<file path="config.mk">
export PLATFORM = sky130hd
export DESIGN_NAME = core_controller
export DESIGN_NICKNAME = d
export VERILOG_FILES = /design/src/hdl/ctrl_pkg.sv /design/src/hdl/core_controller.sv /design/src/hdl/ctrl_fsm.sv /design/src/hdl/operand_forward.sv /design/src/hdl/hazard_detect.sv
export SDC_FILE = /design/constraint.sdc
export NUM_CORES = 1
export LEC_CHECK = 0
export ABC_CLOCK_PERIOD_IN_PS = 1500
export BUFFER_PORTS_ARGS = -buffer_cell sky130_fd_sc_hd__buf_2
export CAP_MARGIN = 30
export CORE_MARGIN = 10
export CORE_UTILIZATION = 33
export CTS_CLUSTER_SIZE = 14
export DETAILED_ROUTE_END_ITERATION = 10
export MAX_ROUTING_LAYER = met4
export PLACE_DENSITY = 0.85
export SLEW_MARGIN = 20
export SYNTH_ARGS = -nofsm -noshare
export SYNTH_HDL_FRONTEND = slang
export SYNTH_SLANG_ARGS = --single-unit
</file>
<file path="constraint.sdc">
create_clock -name clk -period 1.5 [get_ports clk]
set_input_delay 0.075 -clock clk [delete_from_list [all_inputs] [get_ports clk]]
set_output_delay 0.075 -clock clk [all_outputs]
set_load 0.03 [all_outputs]
</file>
<file path="src/hdl/ctrl_pkg.sv">
// shared encodings for the core controller: FSM states, PC source, operand
// forwarding source, jump kind and the default register operand count
`default_nettype none

package ctrl_pkg;

  // register operands seen by ID
  // 0 is A (jump register), 1 is B (misaligned second access), 2 is C (mult storage)
  parameter int N_OPERANDS = 3;

  // controller FSM states
  typedef enum logic [2:0] {
    RESET       = 3'd0,
    BOOT_SET    = 3'd1,
    SLEEP       = 3'd2,
    FIRST_FETCH = 3'd3,
    DECODE      = 3'd4,
    FLUSH_EX    = 3'd5,
    FLUSH_WB    = 3'd6
  } ctrl_state_e;

  // PC source for the fetch stage
  typedef enum logic [2:0] {
    PC_BOOT      = 3'b000,
    PC_JUMP      = 3'b010,
    PC_BRANCH    = 3'b011,
    PC_EXCEPTION = 3'b100,
    PC_ERET      = 3'b101
  } pc_mux_e;

  // operand source in ID
  typedef enum logic [1:0] {
    SEL_REGFILE = 2'b00,
    SEL_FW_WB   = 2'b01,
    SEL_FW_EX   = 2'b10
  } fw_sel_e;

  // jump kind as reported by the decoder
  typedef enum logic [1:0] {
    BRANCH_NONE = 2'b00,
    BRANCH_JAL  = 2'b01,
    BRANCH_JALR = 2'b10,
    BRANCH_COND = 2'b11
  } jump_e;

endpackage

`default_nettype wire
</file>
<file path="src/hdl/core_controller.sv">
// core controller top: control FSM, ID hazard detection and operand
// forwarding select, wired to the decode stage of the core
`timescale 1ns/100ps
`default_nettype none

module core_controller #(
  parameter int N_OPERANDS = ctrl_pkg::N_OPERANDS
) (
  input  wire logic                          clk,
  input  wire logic                          rst_n,

  // fetch and decode status
  input  wire logic                          fetch_enable_i,
  input  wire logic                          instr_valid_i,
  input  wire logic                          branch_taken_ex_i,
  input  ctrl_pkg::jump_e                    jump_in_dec_i,
  input  wire logic                          eret_insn_i,
  input  wire logic                          pipe_flush_i,
  input  wire logic                          illegal_insn_i,

  // exception requests
  input  wire logic                          exc_req_i,
  input  wire logic                          ext_req_i,

  // pipeline progress
  input  wire logic                          id_ready_i,
  input  wire logic                          ex_valid_i,

  // LSU and multiplier state
  input  wire logic                          data_req_ex_i,
  input  wire logic                          data_misaligned_i,
  input  wire logic                          mult_multicycle_i,

  // pending register writes and destination matches
  input  wire logic                          regfile_we_ex_i,
  input  wire logic                          regfile_we_wb_i,
  input  wire logic                          regfile_alu_we_fw_i,
  input  wire logic [N_OPERANDS-1:0]         reg_d_ex_match_i,
  input  wire logic [N_OPERANDS-1:0]         reg_d_wb_match_i,
  input  wire logic [N_OPERANDS-1:0]         reg_d_alu_match_i,

  // FSM outputs
  output logic                               ctrl_busy_o,
  output logic                               is_decoding_o,
  output logic                               instr_req_o,
  output logic                               pc_set_o,
  output ctrl_pkg::pc_mux_e                  pc_mux_o,
  output logic                               exc_ack_o,
  output logic                               exc_save_if_o,
  output logic                               exc_save_id_o,
  output logic                               exc_save_takenbranch_o,
  output logic                               exc_restore_id_o,
  output logic                               halt_if_o,
  output logic                               halt_id_o,

  // hazards and forwarding
  output logic                               load_stall_o,
  output logic                               jr_stall_o,
  output logic                               deassert_we_o,
  output ctrl_pkg::fw_sel_e [N_OPERANDS-1:0] operand_fw_sel_o
);

  // jr_stall_o feeds the FSM, is_decoding_o feeds the hazard unit
  ctrl_fsm u_fsm (
    .clk                    (clk),
    .rst_n                  (rst_n),
    .fetch_enable_i         (fetch_enable_i),
    .instr_valid_i          (instr_valid_i),
    .branch_taken_ex_i      (branch_taken_ex_i),
    .jump_in_dec_i          (jump_in_dec_i),
    .eret_insn_i            (eret_insn_i),
    .pipe_flush_i           (pipe_flush_i),
    .exc_req_i              (exc_req_i),
    .ext_req_i              (ext_req_i),
    .id_ready_i             (id_ready_i),
    .ex_valid_i             (ex_valid_i),
    .jr_stall_i             (jr_stall_o),
    .ctrl_busy_o            (ctrl_busy_o),
    .is_decoding_o          (is_decoding_o),
    .instr_req_o            (instr_req_o),
    .pc_set_o               (pc_set_o),
    .pc_mux_o               (pc_mux_o),
    .exc_ack_o              (exc_ack_o),
    .exc_save_if_o          (exc_save_if_o),
    .exc_save_id_o          (exc_save_id_o),
    .exc_save_takenbranch_o (exc_save_takenbranch_o),
    .exc_restore_id_o       (exc_restore_id_o),
    .halt_if_o              (halt_if_o),
    .halt_id_o              (halt_id_o)
  );

  hazard_detect #(
    .N_OPERANDS (N_OPERANDS)
  ) u_hazard (
    .is_decoding_i       (is_decoding_o),
    .illegal_insn_i      (illegal_insn_i),
    .data_req_ex_i       (data_req_ex_i),
    .regfile_we_ex_i     (regfile_we_ex_i),
    .regfile_we_wb_i     (regfile_we_wb_i),
    .regfile_alu_we_fw_i (regfile_alu_we_fw_i),
    .jump_in_dec_i       (jump_in_dec_i),
    .reg_d_ex_match_i    (reg_d_ex_match_i),
    .reg_d_wb_match_i    (reg_d_wb_match_i),
    .reg_d_alu_match_i   (reg_d_alu_match_i),
    .load_stall_o        (load_stall_o),
    .jr_stall_o          (jr_stall_o),
    .deassert_we_o       (deassert_we_o)
  );

  operand_forward #(
    .N_OPERANDS (N_OPERANDS)
  ) u_fwd (
    .regfile_we_wb_i     (regfile_we_wb_i),
    .regfile_alu_we_fw_i (regfile_alu_we_fw_i),
    .reg_d_wb_match_i    (reg_d_wb_match_i),
    .reg_d_alu_match_i   (reg_d_alu_match_i),
    .data_misaligned_i   (data_misaligned_i),
    .mult_multicycle_i   (mult_multicycle_i),
    .operand_fw_sel_o    (operand_fw_sel_o)
  );

endmodule

`default_nettype wire

</file>
<file path="src/hdl/ctrl_fsm.sv">
// main control FSM of the core: boot, decode, jumps, taken branches,
// exception entry and return, and the flush that leads into sleep
`timescale 1ns/100ps
`default_nettype none

module ctrl_fsm (
  input  wire logic         clk,
  input  wire logic         rst_n,
  input  wire logic         fetch_enable_i,
  input  wire logic         instr_valid_i,
  input  wire logic         branch_taken_ex_i,
  input  ctrl_pkg::jump_e   jump_in_dec_i,
  input  wire logic         eret_insn_i,
  input  wire logic         pipe_flush_i,
  input  wire logic         exc_req_i,
  input  wire logic         ext_req_i,
  input  wire logic         id_ready_i,
  input  wire logic         ex_valid_i,
  input  wire logic         jr_stall_i,
  output logic              ctrl_busy_o,
  output logic              is_decoding_o,
  output logic              instr_req_o,
  output logic              pc_set_o,
  output ctrl_pkg::pc_mux_e pc_mux_o,
  output logic              exc_ack_o,
  output logic              exc_save_if_o,
  output logic              exc_save_id_o,
  output logic              exc_save_takenbranch_o,
  output logic              exc_restore_id_o,
  output logic              halt_if_o,
  output logic              halt_id_o
);

  import ctrl_pkg::*;

  ctrl_state_e state_q;
  ctrl_state_e state_d;

  // set once a jump or eret has redirected fetch, held while ID stalls
  logic jump_done;
  logic jump_done_q;

  logic jump_in_dec;

  assign jump_in_dec = (jump_in_dec_i == BRANCH_JAL) || (jump_in_dec_i == BRANCH_JALR);

  ////////////////////////////////////////////////////////////////////////////
  // next state and outputs
  ////////////////////////////////////////////////////////////////////////////

  always_comb begin
    // defaults: busy and fetching, nothing redirected
    state_d                = state_q;
    jump_done              = jump_done_q;

    ctrl_busy_o            = 1'b1;
    is_decoding_o          = 1'b0;
    instr_req_o            = 1'b1;

    pc_set_o               = 1'b0;
    pc_mux_o               = PC_BOOT;

    exc_ack_o              = 1'b0;
    exc_save_if_o          = 1'b0;
    exc_save_id_o          = 1'b0;
    exc_save_takenbranch_o = 1'b0;
    exc_restore_id_o       = 1'b0;

    halt_if_o              = 1'b0;
    halt_id_o              = 1'b0;

    unique case (state_q)
      // idle after reset until fetch is enabled
      RESET: begin
        ctrl_busy_o = 1'b0;
        instr_req_o = 1'b0;
        if (fetch_enable_i) begin
          state_d = BOOT_SET;
        end
      end

      // load boot address into the fetch PC, single cycle
      BOOT_SET: begin
        pc_set_o = 1'b1;
        pc_mux_o = PC_BOOT;
        state_d  = FIRST_FETCH;
      end

      // pipeline empty and stopped, wake on enable or interrupt
      SLEEP: begin
        ctrl_busy_o = 1'b0;
        instr_req_o = 1'b0;
        halt_if_o   = 1'b1;
        halt_id_o   = 1'b1;
        if (fetch_enable_i || exc_req_i) begin
          state_d = FIRST_FETCH;
        end
      end

      // wait for the first instruction to reach ID
      FIRST_FETCH: begin
        if (id_ready_i) begin
          state_d = DECODE;
        end
        // pending interrupt: nothing in ID yet, so save the IF PC
        if (exc_req_i) begin
          pc_set_o      = 1'b1;
          pc_mux_o      = PC_EXCEPTION;
          exc_ack_o     = 1'b1;
          exc_save_if_o = 1'b1;
        end
      end

      DECODE: begin
        // instruction in ID only counts when it is not in a branch shadow
        if (instr_valid_i && !branch_taken_ex_i) begin
          is_decoding_o = 1'b1;

          if (jump_in_dec) begin
            // target already known in ID
            // wait out a jr stall, then redirect once
            pc_mux_o = PC_JUMP;
            if (!jr_stall_i && !jump_done_q) begin
              pc_set_o  = 1'b1;
              jump_done = 1'b1;
            end
          end else if (exc_req_i) begin
            // take the exception on this instruction, keep it out of EX
            pc_set_o      = 1'b1;
            pc_mux_o      = PC_EXCEPTION;
            exc_ack_o     = 1'b1;
            exc_save_id_o = 1'b1;
            halt_id_o     = 1'b1;
          end

          // return from exception
          if (eret_insn_i) begin
            pc_mux_o         = PC_ERET;
            exc_restore_id_o = 1'b1;
            if (!jump_done_q) begin
              pc_set_o  = 1'b1;
              jump_done = 1'b1;
            end
          end

          // wfi, or eret back into sleep: drain EX and WB first
          if (pipe_flush_i || (eret_insn_i && !fetch_enable_i)) begin
            halt_if_o = 1'b1;
            halt_id_o = 1'b1;
            state_d   = FLUSH_EX;
          end
        end

        // bubble in ID: external request saves the IF PC
        if (!instr_valid_i && !branch_taken_ex_i && ext_req_i) begin
          pc_set_o      = 1'b1;
          pc_mux_o      = PC_EXCEPTION;
          exc_ack_o     = 1'b1;
          exc_save_if_o = 1'b1;
          halt_id_o     = 1'b1;
        end

        // taken branch in EX wins over whatever sits in ID
        if (branch_taken_ex_i) begin
          pc_set_o      = 1'b1;
          pc_mux_o      = PC_BRANCH;
          is_decoding_o = 1'b0;
          // interrupt right at the branch: resume at the branch target
          if (ext_req_i) begin
            pc_mux_o               = PC_EXCEPTION;
            exc_ack_o              = 1'b1;
            exc_save_takenbranch_o = 1'b1;
            halt_id_o              = 1'b1;
          end
        end
      end

      // let the last instruction leave EX
      FLUSH_EX: begin
        halt_if_o = 1'b1;
        halt_id_o = 1'b1;
        if (ex_valid_i) begin
          state_d = FLUSH_WB;
        end
      end

      // one cycle for WB, then resume or sleep
      FLUSH_WB: begin
        halt_if_o = 1'b1;
        halt_id_o = 1'b1;
        if (fetch_enable_i) begin
          halt_if_o = 1'b0;
          state_d   = DECODE;
        end else begin
          state_d   = SLEEP;
        end
      end

      // unused encoding, fall back to reset state
      default: begin
        instr_req_o = 1'b0;
        state_d     = RESET;
      end
    endcase
  end

  ////////////////////////////////////////////////////////////////////////////
  // state registers
  ////////////////////////////////////////////////////////////////////////////

  always_ff @(posedge clk, negedge rst_n) begin
    if (!rst_n) begin
      state_q     <= RESET;
      jump_done_q <= 1'b0;
    end else begin
      state_q     <= state_d;
      // flag drops as soon as ID accepts the next instruction
      jump_done_q <= jump_done & ~id_ready_i;
    end
  end

endmodule

`default_nettype wire

</file>
<file path="src/hdl/operand_forward.sv">
// forwarding source select for each register operand in ID, with the
// misaligned access and multicycle multiply overrides on top
`timescale 1ns/100ps
`default_nettype none

module operand_forward #(
  parameter int N_OPERANDS = 3
) (
  input  wire logic                          regfile_we_wb_i,
  input  wire logic                          regfile_alu_we_fw_i,
  input  wire logic [N_OPERANDS-1:0]         reg_d_wb_match_i,
  input  wire logic [N_OPERANDS-1:0]         reg_d_alu_match_i,
  input  wire logic                          data_misaligned_i,
  input  wire logic                          mult_multicycle_i,
  output ctrl_pkg::fw_sel_e [N_OPERANDS-1:0] operand_fw_sel_o
);

  import ctrl_pkg::*;

  // one selector per operand, override role fixed by operand index
  for (genvar k = 0; k < N_OPERANDS; k++) begin : g_operand

    always_comb begin
      // plain priority: EX result is newer than WB result
      if (regfile_alu_we_fw_i && reg_d_alu_match_i[k]) begin
        operand_fw_sel_o[k] = SEL_FW_EX;
      end else if (regfile_we_wb_i && reg_d_wb_match_i[k]) begin
        operand_fw_sel_o[k] = SEL_FW_WB;
      end else begin
        operand_fw_sel_o[k] = SEL_REGFILE;
      end

      // second half of a misaligned access
      // A takes the incremented address from EX, B rereads the store data
      if (data_misaligned_i) begin
        if (k == 0) begin
          operand_fw_sel_o[k] = SEL_FW_EX;
        end else if (k == 1) begin
          operand_fw_sel_o[k] = SEL_REGFILE;
        end
      end else if (mult_multicycle_i && (k == 2)) begin
        // multiplier keeps its partial result on the C path
        operand_fw_sel_o[k] = SEL_FW_EX;
      end
    end

  end

endmodule

`default_nettype wire

</file>
<file path="src/hdl/hazard_detect.sv">
// hazard detection for the instruction in ID: load-use and jump-register
// stalls, plus the write enable kill sent back to the decoder
`timescale 1ns/100ps
`default_nettype none

module hazard_detect #(
  parameter int N_OPERANDS = 3
) (
  input  wire logic                  is_decoding_i,
  input  wire logic                  illegal_insn_i,
  input  wire logic                  data_req_ex_i,
  input  wire logic                  regfile_we_ex_i,
  input  wire logic                  regfile_we_wb_i,
  input  wire logic                  regfile_alu_we_fw_i,
  input  ctrl_pkg::jump_e            jump_in_dec_i,
  input  wire logic [N_OPERANDS-1:0] reg_d_ex_match_i,
  input  wire logic [N_OPERANDS-1:0] reg_d_wb_match_i,
  input  wire logic [N_OPERANDS-1:0] reg_d_alu_match_i,
  output logic                       load_stall_o,
  output logic                       jr_stall_o,
  output logic                       deassert_we_o
);

  import ctrl_pkg::*;

  logic jalr_in_dec;
  logic ra_pending_wb;
  logic ra_pending_ex;
  logic ra_pending_alu;

  ////////////////////////////////////////////////////////////////////////////
  // load-use
  ////////////////////////////////////////////////////////////////////////////

  // a load sits in EX and its destination is read by any operand in ID
  // data only arrives in WB, so ID has to wait one cycle
  assign load_stall_o = data_req_ex_i & regfile_we_ex_i & (|reg_d_ex_match_i);

  ////////////////////////////////////////////////////////////////////////////
  // jump register
  ////////////////////////////////////////////////////////////////////////////

  assign jalr_in_dec = (jump_in_dec_i == BRANCH_JALR);

  // target address is computed in ID straight from the regfile port
  // so any write still in flight to operand A blocks the jump
  assign ra_pending_wb  = regfile_we_wb_i     & reg_d_wb_match_i[0];
  assign ra_pending_ex  = regfile_we_ex_i     & reg_d_ex_match_i[0];
  assign ra_pending_alu = regfile_alu_we_fw_i & reg_d_alu_match_i[0];

  assign jr_stall_o = jalr_in_dec & (ra_pending_wb | ra_pending_ex | ra_pending_alu);

  ////////////////////////////////////////////////////////////////////////////
  // write enable kill
  ////////////////////////////////////////////////////////////////////////////

  // instruction in ID must not write back when
  // - the FSM is not decoding it
  // - it is illegal
  // - it is held back by a stall and will be reissued
  assign deassert_we_o = ~is_decoding_i | illegal_insn_i | load_stall_o | jr_stall_o;

endmodule

`default_nettype wire

</file>
==> results_dict.tcl <==
set metrics [dict create \
    outcome "finished, violations left" \
    violated_checks "setup timing" \
    postPlaceCellArea_um2 923.4 \
    worst_slew_margin_rel_pct 76.52 \
    critical_path_required_ns 1.42 \
    critical_path.slowest_cell "sky130_fd_sc_hd__or4b_4" \
    p_leak_nw 0.5469 \
    count_of_yosys_warnings_during_synthesis 0 \
    p_clk_share_pct 8.5 \
    hold_viol_final 0 \
    ys_seq_elements 4 \
    global_route.usage.met2_pct 23.83 \
    first_global_vias 976 \
    htreeDepth 1 \
    globalRouteMet3Util_pct 4.878 \
    slew_violations 0 \
    total_switching_power_mw 0.7874 \
    dp_cells 164 \
    insertion_delay_ns 0.23 \
    worst_setup_path_start_kind "flip-flop" \
    die_area_um2 3843 \
    worst-setup-path-type "flip-flop to primary output" \
    post_synthesis_instance_area_um2 581.8 \
    final_layout_size_suffix_gt1_share_pct 58.90 \
    area_delta_synth_final_pct 91.83 \
    achievable-frequency_mhz 554.4 \
    syn_area_per_cell_um2 6.845 \
    maxCapViolations 0 \
    clock_sink_count 4 \
    final_min_period_over_clock_period_pct 120.2 \
    ratio_of_routed_vias_to_standard_cells 5.082 \
    yosys.cell_types.count 34 \
    clk_pin_slew_worst_paths_ns 0.04 \
    fin_skew_ns 0.002199 \
    route.detailed.wl_per_inst_um 14.73 \
    timing.rr.start "u_fsm.state_q[0]" \
    antenna_cells 0 \
    drc_errors 0 \
    floorplan.initialDensity_pct 34.07 \
    critical_path_depth 4 \
    internal_power_mw 0.7587 \
    worst_ep_arrival_time_ns 1.73 \
    critPathMaxStageDelay_ns 0.46 \
    layoutNonFillerInstCount 171 \
    grt.met1_usage_pct 13.48 \
    rr_endpoint "u_fsm.state_q[0]" \
    synth.yosys.seq_area_share_pct 17.20 \
    final_critical_path_setup_slack_ns -0.3037 \
    hold_path.class "input port to flip-flop" \
    detailedPlace.worstSlack_ns -0.07402 \
    die-height_um 61.99 \
    postRouteWirelength_mm 2.518 \
    number_of_cells_produced_by_synthesis 85 \
    worstSetupStartpoint "u_fsm.state_q[1]" \
    final_common_cell "sky130_fd_sc_hd__buf_2" \
    timing_worst_slew_pin_value_ns 0.3486 \
    comb_power_share_pct 80.7 \
    first_pass_iters 4 \
    total_power_mw 1.546 \
    power.share.sequential_pct 10.8 \
    globalRoute.busiestLayer "met2" \
    num-nets-final 178 \
    placeableCoreArea_um2 1708 \
    synth.net_count 115 \
    ff2ff_path_depth 4 \
    async_reset_ff_share_pct 100.0 \
    route.antenna.remaining_nets 0 \
    post-route-min-period_ns 1.804 \
    drc_violation_total_after_the_first_tritonroute_iteration 19 \
    setup-violations-final 12 \
    cp_max_fo 2 \
    crit_path_cell_trace "or3b_4, nor2_4, or4b_4, buf_6" \
    cts_made_buffers 3 \
    number_of_antenna_violations_at_the_first_check_in_global_routing 0 \
    timing.critical_path.buf_inv 1 \
    grt_first_pass_wirelength_mm 3.864 \
    crit_path_end_kind "primary output" \
    critPathTopFamily "simple AND/OR/NAND/NOR gates" \
    ioPinCount 52 \
    mostFrequentLayoutCells "38 x sky130_fd_sc_hd__buf_2, 12 x sky130_fd_sc_hd__buf_4, 10 x sky130_fd_sc_hd__nand2_1, 10 x sky130_fd_sc_hd__buf_6, 8 x sky130_fd_sc_hd__nor2_1" \
    route.vias.total 869 \
    place.detailed.hpwl_mm 2.057 \
    numPortBuffers 51 \
    power_per_cell_area_nw_per_um2 1385 \
    crit_end "deassert_we_o" \
    maximum_number_of_pins_on_one_net_before_global_route_repair 14 \
    globalplace.congestion 0.8263 \
    post-route-cell-area_um2 1116 \
    r2r_setup_slack_ns 0.24 \
    worst_ir_drop_vdd_uv 1220 \
    power_switching_share_pct 50.93 \
    cts_tree "done" \
    synth-edff-count 0 \
    grt_usage_pct 13.53 \
    ys_dominant_reg_cell "sky130_fd_sc_hd__dfrtp_1" \
    grt_overflow 0 \
    root_buffer "sky130_fd_sc_hd__clkbuf_4" \
    grt_setup_unrepaired "true" \
    floorplan.rows 15 \
    clock_tree.buffer_depth 2 \
    die-width_um 61.99 \
]
logic make-up (layout without fill, tap and decap cells):
family | count (synthesis) | in the layout | synth area share (%)
muxes | 2 | 2 | 3.871
and+or+nand+nor | 39 | 39 | 35.70
AOI/OAI and AO/OA | 31 | 31 | 34.63
DFF | 4 | 4 | 17.20
adders and majority gates | 1 | 1 | 2.150
buffers and inverters | 8 | 69 | 6.452
synthesized netlist by cell type, types with 2 or more instances:
| cell type | number | share of area (%) |
|---|---|---|
| sky130_fd_sc_hd__clkbuf_1 | 2 | 1.3 |
| sky130_fd_sc_hd__nand2_1 | 13 | 8.4 |
| sky130_fd_sc_hd__dfrtp_1 | 4 | 17 |
| sky130_fd_sc_hd__and3_1 | 2 | 2.2 |
| sky130_fd_sc_hd__inv_1 | 5 | 3.2 |
| sky130_fd_sc_hd__nor2_1 | 9 | 5.8 |
| sky130_fd_sc_hd__a21oi_1 | 6 | 5.2 |
| sky130_fd_sc_hd__nand2b_1 | 3 | 3.2 |
| sky130_fd_sc_hd__mux2_2 | 2 | 3.9 |
| sky130_fd_sc_hd__nor2b_1 | 3 | 3.2 |
| sky130_fd_sc_hd__o21ai_0 | 11 | 9.5 |
| sky130_fd_sc_hd__a211oi_1 | 3 | 3.9 |
per-stage QoR:
| stage | hold slack, ns | setup TNS [ns] | utilization, % |
|---|---|---|---|
| floorplan | -0.2206 | -0.6689 | - |
| finish | 0.03815 | -1.455 | 65.35 |
| detailed placement | -0.1174 | -0.1146 | 54.07 |
| global route | 0.03509 | -2.271 | 65.35 |
| CTS | 0.03083 | -1.412 | 61.83 |
| global placement | -0.1182 | -0.07694 | 54.07 |
per-layer routing:
layer  vias up  routed length (µm)
li1        434                   -
met1       381                1019
met2        54                1144
met3         0                 354
met4         0                   0
met5         -                   0
final cells by class:
class,instances,area (µm²)
fillers,159,591.8
inverters,5,18.77
clock buffers,3,22.52
flip-flops and latches,4,100.1
well taps,25,31.28
multi-input cells,73,540.5
repair buffers,61,402.9
how the worst min path moves through the flow:
stage,end,startpoint,slack [ns],depth (start not counted)
after global routing,u_fsm.jump_done_q,id_ready_i,0.04,2
final,u_fsm.jump_done_q,id_ready_i,0.04,2
after CTS,u_fsm.jump_done_q,id_ready_i,0.03,2
after detailed placement,u_fsm.state_q[2],rst_n,-0.12,1
after global placement,u_fsm.state_q[2],rst_n,-0.12,1
after floorplan,u_fsm.jump_done_q,rst_n,-0.22,0
state kept, by name (all words and copies together) (netlist names):
| signal | cells |
|---|---|
| u_fsm.jump_done_q | 1 |
| u_fsm.state_q | 3 |
timing repair:
action | in CTS | in global routing
hold buffers | 1 | 0
resized for setup | 28 | 16
endpoints found under the setup margin | 12 | 13
pin swaps | 3 | 5
endpoints found under the hold margin | 4 | 0
setup buffers | 2 | 3
power by group through the flow:
stage,clock network [mW],logic [mW],registers [mW]
6_report,0.132,1.25,0.167
5_1_grt,0.147,1.35,0.174
4_1_cts,0.137,1.19,0.172
3_5_place_dp,0,1.05,0.171
3_3_place_gp,0,1.03,0.167
2_1_floorplan,0,0.751,0.174
No activity file was read; power rests on OpenSTA's default activity.
